==> config.mk <==
export PLATFORM = sky130hd
export DESIGN_NAME = usb_tx
export DESIGN_NICKNAME = d
export VERILOG_FILES = /design/src/common/usb_pkt_pkg.sv /design/src/common/usb_line_pkg.sv /design/src/hw/tx/usb_crc_serial.sv /design/src/hw/tx/usb_pkt_encoder.sv /design/src/hw/tx/usb_bit_stuffer.sv /design/src/hw/usb_line_driver.sv /design/src/hw/usb_tx.sv
export VERILOG_INCLUDE_DIRS = /design/src /design/src/common
export SDC_FILE = /design/constraint.sdc
export NUM_CORES = 1
export LEC_CHECK = 0
export ABC_AREA = 1
export BUFFER_PORTS_ARGS = -buffer_cell sky130_fd_sc_hd__buf_2
export CAP_MARGIN = 20
export CORE_MARGIN = 8
export CORE_UTILIZATION = 51
export DETAILED_ROUTE_END_ITERATION = 16
export PLACE_DENSITY = 0.73
export SETUP_SLACK_MARGIN = 0.3
export SLEW_MARGIN = 20
export SYNTH_ARGS = -nofsm -noshare
export SYNTH_HDL_FRONTEND = slang
export SYNTH_SLANG_ARGS = --single-unit
export TNS_END_PERCENT = 5
==> constraint.sdc <==
create_clock -name clk -period 3.6 [get_ports clk]
set_input_delay 0.72 -clock clk [delete_from_list [all_inputs] [get_ports clk]]
set_output_delay 0.72 -clock clk [all_outputs]
set_load 0.05 [all_outputs]
==> src/common/usb_macros.svh <==
// USB transmit constants
`ifndef USB_MACROS_SVH
`define USB_MACROS_SVH

// field lengths in bits
`define USB_SYNC_BITS 8
`define USB_PID_BITS 8
`define USB_ADDR_BITS 7
`define USB_ENDP_BITS 4
`define USB_DATA_BITS 64
`define USB_CRC5_BITS 5
`define USB_CRC16_BITS 16

// ones allowed in a row before a zero is stuffed
`define USB_STUFF_RUN 6
`define USB_EOP_SE0_CYCLES 2

// crc generators and seeds
`define USB_CRC5_INIT 5'h1f
`define USB_CRC16_INIT 16'hffff
`define USB_CRC5_POLY 5'h05
`define USB_CRC16_POLY 16'h8005

`endif

==> src/common/usb_pkt_pkg.sv <==
// USB packet types
`include "usb_macros.svh"

package usb_pkt_pkg;

  // pid byte as it goes on the wire, check nibble included
  typedef enum logic [`USB_PID_BITS-1:0] {
    PID_OUT   = 8'hE1,
    PID_IN    = 8'h69,
    PID_DATA0 = 8'hC3,
    PID_ACK   = 8'hD2,
    PID_NAK   = 8'h5A
  } pid_t;

  typedef logic [`USB_ADDR_BITS-1:0] addr_t;
  typedef logic [`USB_ENDP_BITS-1:0] endp_t;
  typedef logic [`USB_DATA_BITS-1:0] payload_t;

  // fields that a packet type does not carry are don't care
  typedef struct packed {
    pid_t     pid;
    addr_t    addr;
    endp_t    endp;
    payload_t payload;
  } usb_pkt_t;

  // one serial bit between encoder, stuffer and line driver
  typedef struct packed {
    logic valid;
    logic value;
    logic stuffable;
    logic last;
  } tx_bit_t;

endpackage

==> src/common/usb_line_pkg.sv <==
// USB line level types

package usb_line_pkg;

  // symbol encoded as {dp, dm}
  typedef enum logic [1:0] {
    LINE_SE0 = 2'b00,
    LINE_K   = 2'b01,
    LINE_J   = 2'b10
  } line_sym_t;

  // oe low means the port is not driving
  typedef struct packed {
    logic oe;
    logic dp;
    logic dm;
  } usb_line_t;

endpackage

==> src/hw/tx/usb_crc_serial.sv <==
// Serial CRC generator
`timescale 1ns/1ns

module usb_crc_serial #(
  parameter int               CRC_W    = 5,
  parameter logic [CRC_W-1:0] CRC_POLY = '0,
  parameter logic [CRC_W-1:0] CRC_INIT = '1
) (
  input  logic clk,
  input  logic rst_L,
  input  logic start,
  input  logic shift_in,
  input  logic bit_in,
  input  logic shift_out,
  output logic crc_bit
);

  logic [CRC_W-1:0] crc;
  logic             feedback;

  assign feedback = crc[CRC_W-1] ^ bit_in;

  // remainder goes out inverted, msb first
  assign crc_bit = ~crc[CRC_W-1];

  always_ff @(posedge clk or negedge rst_L) begin
    if (!rst_L) begin
      crc <= CRC_INIT;
    end else if (start) begin
      crc <= CRC_INIT;
    end else if (shift_in) begin
      // galois form, one message bit per cycle
      crc <= {crc[CRC_W-2:0], 1'b0} ^ (feedback ? CRC_POLY : '0);
    end else if (shift_out) begin
      crc <= {crc[CRC_W-2:0], 1'b0};
    end
  end

endmodule

==> src/hw/tx/usb_pkt_encoder.sv <==
// Packet field sequencer
`timescale 1ns/1ns
`include "usb_macros.svh"

module usb_pkt_encoder
  import usb_pkt_pkg::*;
(
  input  logic     clk,
  input  logic     rst_L,
  input  usb_pkt_t pkt,
  input  logic     pkt_valid,
  input  logic     stall,
  input  logic     pkt_sent,
  output tx_bit_t  enc_bit,
  output logic     busy
);

  typedef enum logic [2:0] {
    IDLE, SYNC, PID, ADDR, ENDP, DATA, CRC, EOP_WAIT
  } enc_state_t;

  enc_state_t state;
  usb_pkt_t   pkt_q;
  logic [5:0] bit_cnt;
  logic [5:0] field_max;
  logic       accept;
  logic       field_end;
  logic       is_token;
  logic       is_data;
  logic       body_bit;
  logic       crc5_bit;
  logic       crc16_bit;
  logic       crc5_shift_in;
  logic       crc5_shift_out;
  logic       crc16_shift_in;
  logic       crc16_shift_out;

  assign accept   = pkt_valid && (state == IDLE);
  assign busy     = (state != IDLE);
  assign is_token = (pkt_q.pid == PID_OUT) || (pkt_q.pid == PID_IN);
  assign is_data  = (pkt_q.pid == PID_DATA0);

  // index of the final bit in the current field
  always_comb begin
    case (state)
      SYNC:    field_max = 6'(`USB_SYNC_BITS - 1);
      PID:     field_max = 6'(`USB_PID_BITS - 1);
      ADDR:    field_max = 6'(`USB_ADDR_BITS - 1);
      ENDP:    field_max = 6'(`USB_ENDP_BITS - 1);
      DATA:    field_max = 6'(`USB_DATA_BITS - 1);
      CRC:     field_max = is_token ? 6'(`USB_CRC5_BITS - 1) : 6'(`USB_CRC16_BITS - 1);
      default: field_max = '0;
    endcase
  end

  assign field_end = (bit_cnt == field_max);

  // crc covered bits, lsb first
  always_comb begin
    case (state)
      ADDR:    body_bit = pkt_q.addr[bit_cnt[2:0]];
      ENDP:    body_bit = pkt_q.endp[bit_cnt[1:0]];
      DATA:    body_bit = pkt_q.payload[bit_cnt];
      default: body_bit = 1'b0;
    endcase
  end

  always_comb begin
    enc_bit = '0;
    case (state)
      SYNC: begin
        // seven zeros then a one
        enc_bit.valid = 1'b1;
        enc_bit.value = field_end;
      end
      PID: begin
        enc_bit.valid     = 1'b1;
        enc_bit.value     = pkt_q.pid[bit_cnt[2:0]];
        enc_bit.stuffable = 1'b1;
        // handshakes end right after the pid
        enc_bit.last      = field_end && !is_token && !is_data;
      end
      ADDR, ENDP, DATA: begin
        enc_bit.valid     = 1'b1;
        enc_bit.value     = body_bit;
        enc_bit.stuffable = 1'b1;
      end
      CRC: begin
        enc_bit.valid     = 1'b1;
        enc_bit.value     = is_token ? crc5_bit : crc16_bit;
        enc_bit.stuffable = 1'b1;
        enc_bit.last      = field_end;
      end
      default: ;
    endcase
  end

  always_ff @(posedge clk) begin
    if (accept) begin
      pkt_q <= pkt;
    end
  end

  always_ff @(posedge clk or negedge rst_L) begin
    if (!rst_L) begin
      state   <= IDLE;
      bit_cnt <= '0;
    end else if (accept) begin
      state   <= SYNC;
      bit_cnt <= '0;
    end else if (!stall) begin
      bit_cnt <= field_end ? '0 : bit_cnt + 6'd1;
      case (state)
        SYNC: if (field_end) state <= PID;
        PID: begin
          if (field_end) begin
            if (is_token)
              state <= ADDR;
            else if (is_data)
              state <= DATA;
            else
              state <= EOP_WAIT;
          end
        end
        ADDR: if (field_end) state <= ENDP;
        ENDP: if (field_end) state <= CRC;
        DATA: if (field_end) state <= CRC;
        CRC:  if (field_end) state <= EOP_WAIT;
        // hold busy until the line driver finishes the eop
        EOP_WAIT: if (pkt_sent) state <= IDLE;
        default: ;
      endcase
    end
  end

  assign crc5_shift_in   = !stall && ((state == ADDR) || (state == ENDP));
  assign crc5_shift_out  = !stall && (state == CRC) && is_token;
  assign crc16_shift_in  = !stall && (state == DATA);
  assign crc16_shift_out = !stall && (state == CRC) && !is_token;

  usb_crc_serial #(
    .CRC_W    (`USB_CRC5_BITS),
    .CRC_POLY (`USB_CRC5_POLY),
    .CRC_INIT (`USB_CRC5_INIT)
  ) u_crc5 (
    .clk       (clk),
    .rst_L     (rst_L),
    .start     (accept),
    .shift_in  (crc5_shift_in),
    .bit_in    (body_bit),
    .shift_out (crc5_shift_out),
    .crc_bit   (crc5_bit)
  );

  usb_crc_serial #(
    .CRC_W    (`USB_CRC16_BITS),
    .CRC_POLY (`USB_CRC16_POLY),
    .CRC_INIT (`USB_CRC16_INIT)
  ) u_crc16 (
    .clk       (clk),
    .rst_L     (rst_L),
    .start     (accept),
    .shift_in  (crc16_shift_in),
    .bit_in    (body_bit),
    .shift_out (crc16_shift_out),
    .crc_bit   (crc16_bit)
  );

  // a new packet only arrives once the previous one has left the line
  assert property (@(posedge clk) disable iff (!rst_L) busy |-> !pkt_valid)
    else $error("pkt_valid raised while busy");

endmodule

==> src/hw/tx/usb_bit_stuffer.sv <==
// Zero bit stuffer
`timescale 1ns/1ns
`include "usb_macros.svh"

module usb_bit_stuffer
  import usb_pkt_pkg::*;
(
  input  logic    clk,
  input  logic    rst_L,
  input  tx_bit_t enc_bit,
  output tx_bit_t line_bit,
  output logic    stall
);

  logic [2:0] ones_run;
  logic       stuff_last;
  logic       one_in;
  logic       run_full;
  logic       line_one;

  assign one_in   = enc_bit.valid && enc_bit.stuffable && enc_bit.value;
  // this bit completes a run, so a zero goes out next cycle
  assign run_full = one_in && (ones_run == 3'(`USB_STUFF_RUN - 1));
  assign stall    = (ones_run == 3'(`USB_STUFF_RUN));

  always_comb begin
    if (stall) begin
      line_bit.valid     = 1'b1;
      line_bit.value     = 1'b0;
      line_bit.stuffable = 1'b1;
      line_bit.last      = stuff_last;
    end else begin
      line_bit      = enc_bit;
      // last moves to the stuffed zero when it closes a run
      line_bit.last = enc_bit.last && !run_full;
    end
  end

  always_ff @(posedge clk or negedge rst_L) begin
    if (!rst_L) begin
      ones_run   <= '0;
      stuff_last <= 1'b0;
    end else if (stall) begin
      ones_run   <= '0;
      stuff_last <= 1'b0;
    end else begin
      ones_run   <= one_in ? ones_run + 3'd1 : '0;
      stuff_last <= enc_bit.last && run_full;
    end
  end

  assign line_one = line_bit.valid && line_bit.stuffable && line_bit.value;

  // never seven ones in a row after sync
  assert property (@(posedge clk) disable iff (!rst_L)
    !(line_one && $past(line_one, 1) && $past(line_one, 2) &&
      $past(line_one, 3) && $past(line_one, 4) && $past(line_one, 5) &&
      $past(line_one, 6)))
    else $error("seven consecutive ones left the stuffer");

endmodule

==> src/hw/usb_line_driver.sv <==
// NRZI line driver with EOP
`timescale 1ns/1ns
`include "usb_macros.svh"

module usb_line_driver
  import usb_pkt_pkg::*;
  import usb_line_pkg::*;
(
  input  logic      clk,
  input  logic      rst_L,
  input  tx_bit_t   line_bit,
  output usb_line_t line,
  output logic      pkt_sent
);

  typedef enum logic [2:0] {
    IDLE, PACKET, SE0_1, SE0_2, EOP_J
  } drv_state_t;

  drv_state_t state;
  line_sym_t  sym;
  logic       last_q;
  line_sym_t  sym_toggled;

  assign sym_toggled = (sym == LINE_J) ? LINE_K : LINE_J;

  always_ff @(posedge clk or negedge rst_L) begin
    if (!rst_L) begin
      state  <= IDLE;
      sym    <= LINE_J;
      last_q <= 1'b0;
    end else begin
      case (state)
        IDLE: begin
          if (line_bit.valid) begin
            state  <= PACKET;
            // every packet starts from J
            sym    <= line_bit.value ? LINE_J : LINE_K;
            last_q <= line_bit.last;
          end
        end
        PACKET: begin
          if (last_q) begin
            state  <= SE0_1;
            last_q <= 1'b0;
          end else if (line_bit.valid) begin
            // a zero flips the level, a one holds it
            sym    <= line_bit.value ? sym : sym_toggled;
            last_q <= line_bit.last;
          end
        end
        SE0_1: state <= SE0_2;
        SE0_2: state <= EOP_J;
        EOP_J: begin
          state <= IDLE;
          sym   <= LINE_J;
        end
        default: state <= IDLE;
      endcase
    end
  end

  always_comb begin
    line.oe = (state != IDLE);
    case (state)
      PACKET:       {line.dp, line.dm} = sym;
      SE0_1, SE0_2: {line.dp, line.dm} = LINE_SE0;
      default:      {line.dp, line.dm} = LINE_J;
    endcase
  end

  assign pkt_sent = (state == EOP_J);

  assert property (@(posedge clk) disable iff (!rst_L) line.oe |-> !(line.dp && line.dm))
    else $error("dp and dm both driven high");

  // last bit, its symbol, the SE0 cycles, then J with pkt_sent
  assert property (@(posedge clk) disable iff (!rst_L)
    line_bit.valid && line_bit.last |-> ##(`USB_EOP_SE0_CYCLES + 2) pkt_sent)
    else $error("pkt_sent not at the end of eop");

endmodule

==> src/hw/usb_tx.sv <==
// USB transmit top
`timescale 1ns/1ns

module usb_tx
  import usb_pkt_pkg::*;
  import usb_line_pkg::*;
(
  input  logic      clk,
  input  logic      rst_L,
  input  usb_pkt_t  pkt,
  input  logic      pkt_valid,
  output usb_line_t line,
  output logic      busy,
  output logic      pkt_sent
);

  tx_bit_t enc_bit;
  tx_bit_t line_bit;
  logic    stall;

  usb_pkt_encoder u_encoder (
    .clk       (clk),
    .rst_L     (rst_L),
    .pkt       (pkt),
    .pkt_valid (pkt_valid),
    .stall     (stall),
    .pkt_sent  (pkt_sent),
    .enc_bit   (enc_bit),
    .busy      (busy)
  );

  usb_bit_stuffer u_stuffer (
    .clk      (clk),
    .rst_L    (rst_L),
    .enc_bit  (enc_bit),
    .line_bit (line_bit),
    .stall    (stall)
  );

  // pkt_sent also releases the encoder
  usb_line_driver u_driver (
    .clk      (clk),
    .rst_L    (rst_L),
    .line_bit (line_bit),
    .line     (line),
    .pkt_sent (pkt_sent)
  );

endmodule

==> results of run 1 <==
## Yosys cell counts, types with 2 or more instances
cell,count,share of area
a211oi_1,2,0.0026
a21oi_1,12,0.010
a22oi_1,15,0.020
a31oi_1,2,0.0022
buf_2,8,0.0069
buf_4,3,0.0039
buf_6,6,0.012
clkbuf_1,2,0.0013
dfrtp_1,18,0.078
dfstp_2,22,0.10
edfxtp_1,83,0.43
ha_1,4,0.0087
inv_1,91,0.059
inv_2,3,0.0020
nand2_1,158,0.10
nand2_2,3,0.0033
nand3_1,59,0.051
nand3_2,2,0.0035
nand4_1,5,0.0054
nor2_1,42,0.027
nor2_2,2,0.0022
nor3_1,6,0.0052
o211ai_1,2,0.0026
o21ai_0,18,0.016
o21ai_1,7,0.0061
o22ai_1,6,0.0065
xnor2_1,2,0.0030
## power groups by stage
stage          logic [W]  clock network, W  registers (W)
4_1_cts          0.00215           0.00175        0.00204
3_5_place_dp     0.00214                 0        0.00206
6_report         0.00216           0.00172        0.00204
2_1_floorplan    0.00178                 0        0.00199
3_3_place_gp     0.00207                 0        0.00205
5_1_grt          0.00244           0.00179        0.00207
## registers in the layout, indices dropped and copies added (netlist names)
name,count
u_driver.state,3
u_encoder.state,3
u_driver.last_q,1
u_encoder.pkt_q,83
u_encoder.u_crc16.crc,16
u_encoder.bit_cnt,6
u_encoder.u_crc5.crc,5
u_driver.sym,2
u_stuffer.stuff_last,1
u_stuffer.ones_run,3
## per-layer routing
layer	wire, microns	up-vias	part of all wire
met2	5980	167	0.47
met4	272	0	0.021
met3	943	25	0.074
met5	0	-	0
li1	-	2175	-
met1	5480	2041	0.43
## through the flow
stage	setup WS (ns)	util	power (W)	instance area (sq um)	hold slack, ns
final	0.749	0.615	0.00592	6900	0.425
after global routing	0.580	0.615	0.00631	6900	0.451
after CTS	0.786	0.615	0.00593	6900	0.437
after detailed placement	1.24	0.561	0.00420	6300	0.468
after global placement	1.27	0.561	0.00412	6300	0.456
after floorplan	0.492	-	0.00377	5760	0.424
## cell families after synthesis
logic type | share of synthesized area
buffers and inverters | 0.0873
XOR/XNOR | 0.00456
AO/OA/AOI/OAI | 0.0786
adder cells (fa/ha/maj) | 0.00869
AND/OR/NAND/NOR | 0.210
flip-flops | 0.611
## cell type report
class / count / area, sq um
timing repair buffer: 96 / 495
tap: 143 / 179
clock buffer: 17 / 425
sequential: 123 / 3520
inverter: 96 / 367
fill: 953 / 4320
clock inverter: 15 / 175
multi-input combinational: 361 / 1740
## path summary, 6_finish.rpt
path / depth (start not counted) / end / startpoint / slack, ns
worst max-delay path: 4 / line[1] / u_driver.state[2] / 0.75
worst min-delay path: 1 / u_driver.state[1] / rst_L / 0.43
worst max register to register: 15 / u_encoder.u_crc16.crc[15] / u_encoder.bit_cnt[1] / 1.21
worst min register to register: 2 / u_driver.sym[1] / u_driver.sym[1] / 0.48
max in group asynchronous: 1 / u_encoder.state[1] / rst_L / 2.62
min in group clk: 1 / u_encoder.pkt_q[78] / pkt[78] / 0.47
==> flow_summary.ini, run 1 <==
[sta]
clock.fmax_ghz = 0.351
setup_violations = 0
rsz0062_at_grt = no
timing.final.crit_share = 0.792
tightestPinTransition_ns = 0.886
period_needed_ns = 2.85
fin_tns_setup_ns = 0
relSlewSlack = 0.409
slew_violations = 0
finClkSkew_ns = 0.00765
hold_viol = 0

[power_and_ir_drop]
p_seq_frac = 0.344
p_int_w = 0.00364
p_sw_frac = 0.385
comb_power_share = 0.365
net-switching-power_w = 0.00228
ir_drop_uv = 646
powerDensity_mw_per_mm2 = 858
leakage_nw = 3.19
p_clk_frac = 0.291

[global_route]
globalRouteMet1Util = 0.216
grt-ovfl-total = 0
grt_max_degree = 47
use_met2 = 0.283
grt_pass1_wl_microns = 20900
track_usage = 0.179
grt_pass1_vias = 4502
busiest_layer = met2
use_met3 = 0.0639
antenna_found_initial = 0

[routing]
drc = 0
drtIter0Drc = 368
wl_per_cell_microns = 14.9
viasPerCell = 5.18
ant_nets = 0
dr.pass1.iters = 6
num_vias = 4408
wl_microns = 12700

[worst_setup_path]
crit_arrival_ns = 2.13
path_max_fanout = 6
required_ns = 2.88
slowest_stage = nor3_1
cp_top_family = simple AND/OR/NAND/NOR gates
crit_path_end_kind = primary output
critPathMaxStageDelay_ns = 0.56
crit_type = reg -> out
critPathLaunchType = flip-flop
cp_cell_sequence = nor3_1 > inv_1 > o21ai_0 > buf_2
cp_num_buf_inv = 2

[final_layout]
nets = 785
fin_cells = 851
mostFrequentLayoutCells = nand2_1 (158), inv_1 (90), buf_2 (90)
synthToLayoutAreaGrowth_pct = 19.8
drive_gt1_frac = 0.236
final_common_cell = nand2_1
num_antenna_cells = 0

[synthesis]
synthArstFlopShare = 0.325
ys_warn_count = 0
postSynthCellCount = 599
yosys.cell_types.count = 43
seq_area_frac_synth = 0.611
synth.cell_area_sq_mm = 0.00576
synthesis.nets = 689
synth_edf_count = 83
synth-seq-cells = 123
syn_area_per_cell_sq_um = 9.62
synthFlopType = edfxtp_1

[placed_design]
gp_congestion = 0.898
place_hpwl_microns = 8850
io_buffers = 90
placed_cells = 819

[clocking]
numCtsBuffers = 17
cts_root_buffer = clkbuf_16
clockBufferDepth = 2
holdBufCountCts = 0
insertion_delay_ns = 0.42
cts_sinks = 123
ctsResizeCount = 0
tritoncts = built
cts_htree_levels = 4
cts_setup_buffers = 0
clkTransAtPathRegs_ns = 0.06

[die]
die_area_sq_mm = 0.0150
die_w_microns = 122
die_h_microns = 122
initial_core_util = 0.513
pin_count = 91
core_sq_mm = 0.0112
rows = 39

[status]
status = completed

[run]
maxCapViolCount = 0

[hold_path]
hold_path.class = in -> async
(Power assumes the default switching activity.)
==> run 2: changes to the inputs <==
- ABC_AREA: 1 -> 0
- PLACE_DENSITY: 0.73 -> 0.76
- clock period: 3.6 -> 2.4 ns (I/O delays scaled with it)
==> run 2 against run 1 <==
Compared with the run above:
- the flow now finishes with violations (negative setup slack)
- worst setup slack worse by 0.94 ns
- non-clock buffer count increased by 48
- synthesized area is 1.8% lower
- routed wire length down 1.3%
- hold slack worse by 0.32 ns
- clock skew is 0.0014 ns higher
- global-route usage is 0.75 points lower
- utilization up 6.1 points
- register-to-register slack got worse by 1.4 ns
- sequential power is 11% higher
- critical path type is now reg -> reg
- largest cell class unchanged
- largest power group is now the clock network
==> flow_summary.ini, run 2 <==
[final_layout]
regMostFlops = u_encoder.pkt_q
multi_input_area_sq_mm = 0.00208
final_common_cell = buf_2
mostFrequentLayoutCells = buf_2 (88), edfxtp_1 (83), nor2_1 (59)
final_area_sq_mm = 0.00732
n_fill_cell = 728
synthToLayoutAreaGrowth_pct = 29.5
seq_area_sq_mm = 0.00353
drive_gt1_frac = 0.452
num_antenna_cells = 0
fin_util = 0.676
nets = 644
largest_reg_flops = 83
reg_top3 = u_encoder.pkt_q x83, u_encoder.u_crc16.crc x16, u_encoder.bit_cnt x6
fin_cells = 706

[die]
die_area_sq_mm = 0.0147
pin_count = 91
initial_core_util = 0.522
rows = 38
core_sq_mm = 0.0108
die_w_microns = 121
die_h_microns = 121

[synthesis]
yosys.cell_types.count = 66
synthesis.nets = 504
synthFlopType = edfxtp_1
syn_area_per_cell_sq_um = 13.7
ys_top_cells_by_area = edfxtp_1 (44%), dfstp_2 (10%), dfrtp_1 (8.0%)
postSynthCellCount = 414
yosysMostFrequentCell = edfxtp_1
synth-seq-cells = 123
ys_warn_count = 0
synth.cell_area_sq_mm = 0.00566
ys_top_cells_by_count = edfxtp_1 (83), nor2_1 (62), a21oi_1 (31), dfstp_2 (22), nand2_1 (19)
synth_top_area_cell = edfxtp_1
synthArstFlopShare = 0.325
synth_edf_count = 83
synth_top_area_frac = 0.441
seq_area_frac_synth = 0.622

[worst_setup_path]
worst_r2r_startpoint = u_encoder.bit_cnt[0]
crit_type = reg -> reg
path_max_fanout = 5
worst_r2r_endpoint = u_driver.sym[0]
ff2ff_setup_slack_ns = -0.19
critPathLaunchType = flip-flop
slowest_stage = mux4_2
crit_arrival_ns = 3.00
cp_common_cell = o311ai_4
cp_cell_sequence = buf_12 > mux4_2 > mux2i_1 > a41oi_2 > o311ai_4 > o21ba_4 > o311ai_4 > a31oi_4 > mux2_4
rr_worst_depth = 9
required_ns = 2.81
critPathMaxStageDelay_ns = 0.49
cp.depth = 9
crit_path_end_kind = flip-flop
critPathLaunch = u_encoder.bit_cnt[0]
cp-endpoint = u_driver.sym[0]
cp_top_family = multiplexers
cp_num_buf_inv = 1

[clocking]
numCtsBuffers = 17
clockBufferDepth = 2
clkTransAtPathRegs_ns = 0.06
cts_htree_levels = 4
cts_root_buffer = clkbuf_8
cts_sinks = 123
insertion_delay_ns = 0.52
tritoncts = built

[routing]
dr.pass1.iters = 6
num_vias = 3951
wl_microns = 12500
viasPerCell = 5.60
ant_nets = 0
drtIter0Drc = 223
wl_per_cell_microns = 17.7
drc = 0

[global_route]
track_usage = 0.172
grt_pass1_wl_microns = 19900
grt_max_degree = 41
grt_pass1_vias = 4128
grt-ovfl-total = 0
antenna_found_initial = 0

[sta]
relSlewSlack = 0.393
clock.fmax_ghz = 0.386
setup_ws_ns = -0.194
hold_viol = 0
fin_tns_setup_ns = -0.689
finClkSkew_ns = 0.00902
rsz0062_at_grt = yes
timing.final.crit_share = 1.08
tightestPinTransition_ns = 0.911
setup_violations = 7
period_needed_ns = 2.59
slew_violations = 0

[placed_design]
place_area_sq_mm = 0.00661
place_hpwl_microns = 8500
gp_congestion = 0.851
placed_cells = 671
io_buffers = 90

[power_and_ir_drop]
power_w = 0.00469
ir_drop_uv = 535
powerDensity_mw_per_mm2 = 641
leakage_nw = 2.79

[status]
violations = negative setup slack
status = finished with violations

[hold_path]
hold_path.class = in -> async

[run]
maxCapViolCount = 0
run 2: cell types whose count changed after synthesis, sizes merged, moves of 8 or more:
cell	change
nand3	-55
a21oi	+18
mux4	+18
inv	-85
a22oi	-13
clkbuf	+8
nor2	+17
o21ai	-14
mux2i	+13
nand2	-142
run 2: kinds of logic (layout without fill, tap and decap cells):
kind of cell    after synthesis  after routing  share of synthesized area
flops                       123            123                      0.622
xor+xnor                      5              5                    0.00774
simple gates                127            127                      0.107
fa+ha+maj                     4              4                    0.00885
mux                          35             35                      0.104
compound gates               87             87                      0.119
buf+inv                      33            185                     0.0310
run 2: worst min path at each step:
stage / slack (ns) / cells past startpoint / to / from
after detailed placement: 0.49 / 2 / u_encoder.u_crc16.crc[13] / u_encoder.u_crc16.crc[12]
after CTS: 0.11 / 1 / u_driver.state[2] / rst_L
after global placement: 0.47 / 1 / u_stuffer.ones_run[0] / u_stuffer.ones_run[0]
after global routing: 0.11 / 1 / u_encoder.pkt_q[35] / pkt[35]
after floorplan: 0.18 / 0 / u_driver.last_q / rst_L
final: 0.10 / 1 / u_stuffer.stuff_last / rst_L
run 2: worst register-to-register path: stages (launching register included):
cell	delay, ns
dfrtp_2	0.42
buf_12	0.13
mux4_2	0.49
mux2i_1	0.27
a41oi_2	0.19
o311ai_4	0.12
o21ba_4	0.22
o311ai_4	0.12
a31oi_4	0.23
mux2_4	0.32
run 2: final cells by class:
type / instances / share of cell area
clock buffer: 18 / 0.0571
clock inverter: 13 / 0.0176
inverter: 10 / 0.00530
multi-input combinational: 258 / 0.284
sequential: 123 / 0.482
tap: 140 / 0.0239
timing repair buffer: 144 / 0.131
run 2: timing repair:
item,CTS,global route
gates resized for setup,8,34
setup endpoints to repair,25,63
cloned,0,0
setup buffers,2,2
pin swaps,4,7
hold buffers,0,0
endpoints found under the hold margin,0,0
run 2: metrics by stage:
| stage | hold WS (ns) | setup WS [ns] |
|---|---|---|
| 3_5_place_dp | 0.492 | -0.323 |
| 2_1_floorplan | 0.184 | -0.140 |
| 4_1_cts | 0.108 | -0.197 |
| 6_report | 0.101 | -0.194 |
| 3_3_place_gp | 0.472 | -0.252 |
| 5_1_grt | 0.110 | -0.255 |
run 2: routing by layer:
layer  global-route usage  wire length, microns  vias up
met5                    0                     0        -
met1                0.207                  5340     1942
li1                     -                     -     1847
met2                0.278                  6140      136
met4               0.0717                   279        0
met3               0.0563                   754       26
run 2: power breakdown:
| group | switching, W | internal (W) |
|---|---|---|
| registers | 0 | 0.00227 |
| clock network | 0.000883 | 0.00146 |
| logic | 0.0000338 | 0.0000476 |
==> run 3: changes to the inputs <==
- PLACE_DENSITY: 0.76 -> 0.73
- clock period: 2.4 -> 3.15 ns (I/O delays scaled with it)
==> run 3 against run 2 <==
Compared with the run above:
- the flow now finishes without violations
- combinational power down 23%
- flip-flop and latch count unchanged
- worst setup slack better by 0.64 ns
- largest cell class unchanged
- sequential power down 24%
- critical path depth unchanged
- register-to-register slack better by 0.64 ns
==> flow_summary.ini, run 3 (synthesis gave the netlist of run 2 again) <==
[worst_setup_path]
ff2ff_setup_slack_ns = 0.45
path_max_fanout = 13
required_ns = 3.55
slowest_stage = mux4_2
rr_worst_depth = 9
cp_common_cell = o311ai_4
cp_num_buf_inv = 1
cp_top_family = compound AO/OA/AOI/OAI gates
cp_cell_sequence = buf_12 > mux4_2 > a221oi_1 > o21ai_1 > o311ai_4 > o21ba_4 > o311ai_4 > a31oi_4 > mux2_1
crit_arrival_ns = 3.10
worst_r2r_startpoint = u_encoder.bit_cnt[0]
crit_type = reg -> reg
critPathLaunchType = flip-flop
worst_r2r_endpoint = u_driver.sym[0]
crit_path_end_kind = flip-flop
critPathMaxStageDelay_ns = 0.50

[die]
die_area_sq_mm = 0.0147
rows = 38
pin_count = 91
core_sq_mm = 0.0108
die_w_microns = 121
initial_core_util = 0.522
die_h_microns = 121

[global_route]
grt_pass1_wl_microns = 19400
track_usage = 0.169
grt_pass1_vias = 3978
grt-ovfl-total = 0
antenna_found_initial = 0
grt_max_degree = 41

[sta]
fin_tns_setup_ns = 0
slew_violations = 0
relSlewSlack = 0.410
finClkSkew_ns = 0.00840
hold_ws_ns = 0.238
setup_violations = 0
tightestPinTransition_ns = 0.884
clock.fmax_ghz = 0.370
timing.final.crit_share = 0.857
rsz0062_at_grt = yes
setup_ws_ns = 0.450
period_needed_ns = 2.70
hold_viol = 0

[placed_design]
io_buffers = 90
place_hpwl_microns = 8270
gp_congestion = 0.816
dp_slack_ns = 0.293

[power_and_ir_drop]
powerDensity_mw_per_mm2 = 507
leakage_nw = 2.56
net-switching-power_w = 0.000661
comb_power_share = 0.018
ir_drop_uv = 466
p_int_w = 0.00279
p_clk_frac = 0.481
power_w = 0.00345
p_sw_frac = 0.191
p_seq_frac = 0.501

[final_layout]
mostFrequentLayoutCells = buf_2 (90), edfxtp_1 (83), nor2_1 (62)
nets = 604
num_antenna_cells = 0
reg_top3 = u_encoder.pkt_q x83, u_encoder.u_crc16.crc x16, u_encoder.bit_cnt x6
regMostFlops = u_encoder.pkt_q
largest_reg_flops = 83
drive_gt1_frac = 0.351
n_fill_cell = 812
final_common_cell = buf_2
synthToLayoutAreaGrowth_pct = 20.4

[hold_path]
hold_path.class = in -> async

[routing]
wl_per_cell_microns = 17.4
num_vias = 3776
wl_microns = 11600
drc = 0
dr.pass1.iters = 4
drtIter0Drc = 275
viasPerCell = 5.66
ant_nets = 0

[clocking]
cts_root_buffer = clkbuf_8
numCtsBuffers = 17
insertion_delay_ns = 0.52
tritoncts = built
cts_sinks = 123
holdBufCountCts = 0
cts_htree_levels = 4
clkTransAtPathRegs_ns = 0.05
clockBufferDepth = 2

[status]
status = completed

[run]
maxCapViolCount = 0
[run 3: worst max path at each step]
stage / cells past startpoint / slack (ns) / end / from
2_1_floorplan: 9 / 0.59 / u_driver.sym[0] / u_encoder.bit_cnt[0]
3_3_place_gp: 9 / 0.37 / u_driver.sym[0] / u_encoder.bit_cnt[1]
3_5_place_dp: 9 / 0.29 / u_driver.sym[0] / u_encoder.bit_cnt[1]
4_1_cts: 9 / 0.32 / u_driver.sym[0] / u_encoder.bit_cnt[0]
5_1_grt: 9 / 0.27 / u_driver.sym[0] / u_encoder.bit_cnt[1]
6_report: 9 / 0.45 / u_driver.sym[0] / u_encoder.bit_cnt[0]
[run 3: area by class of cell]
| cell class | count | area (sq um) | area share |
|---|---|---|---|
| Sequential cell | 123 | 3530 | 0.518 |
| Tap cell | 140 | 175 | 0.0257 |
| Inverter | 10 | 38.8 | 0.00569 |
| Multi-Input combinational cell | 258 | 1970 | 0.289 |
| Timing Repair Buffer | 104 | 597 | 0.0876 |
| Clock buffer | 21 | 429 | 0.0630 |
| Clock inverter | 11 | 78.8 | 0.0116 |
[run 3: layer usage]
metal  global-route usage  part of all wire  routed length (microns)  up-vias
li1                     -                 -                        -     1778
met1                0.213              0.43                     5030     1821
met2                0.259              0.49                     5670      149
met3               0.0521             0.060                      702       28
met4               0.0833             0.020                      227        0
met5                    0                 0                        0        -
[run 3: power groups by stage]
stage	Clock, W	Sequential, W	Combinational (W)
floorplan	0	0.00176	0.0000000148
global placement	0	0.00176	0.0000617
detailed placement	0	0.00176	0.0000635
CTS	0.00171	0.00173	0.0000638
global route	0.00179	0.00173	0.0000698
finish	0.00166	0.00173	0.0000624
[run 3: what timing repair did]
action	in CTS	in global routing
endpoints found under the setup margin	1	3
setup buffers	0	3
pin swaps	0	1
gates resized for setup	1	5
hold endpoints to repair	0	0
[run 3: worst register-to-register path: cells and delay by family, from the launching register on]
kind | cells | cell delay [ns]
AO/OA/AOI/OAI | 6 | 1.18
buffers and inverters | 1 | 0.17
flip-flops | 1 | 0.41
multiplexers | 2 | 0.84
[run 3: stage by stage]
step,util,cell area (sq um),cells
after floorplan,-,5660,414
after global placement,0.578,6270,632
after detailed placement,0.578,6270,632
after CTS,0.625,6780,664
after global routing,0.628,6810,667
final,0.628,6810,667
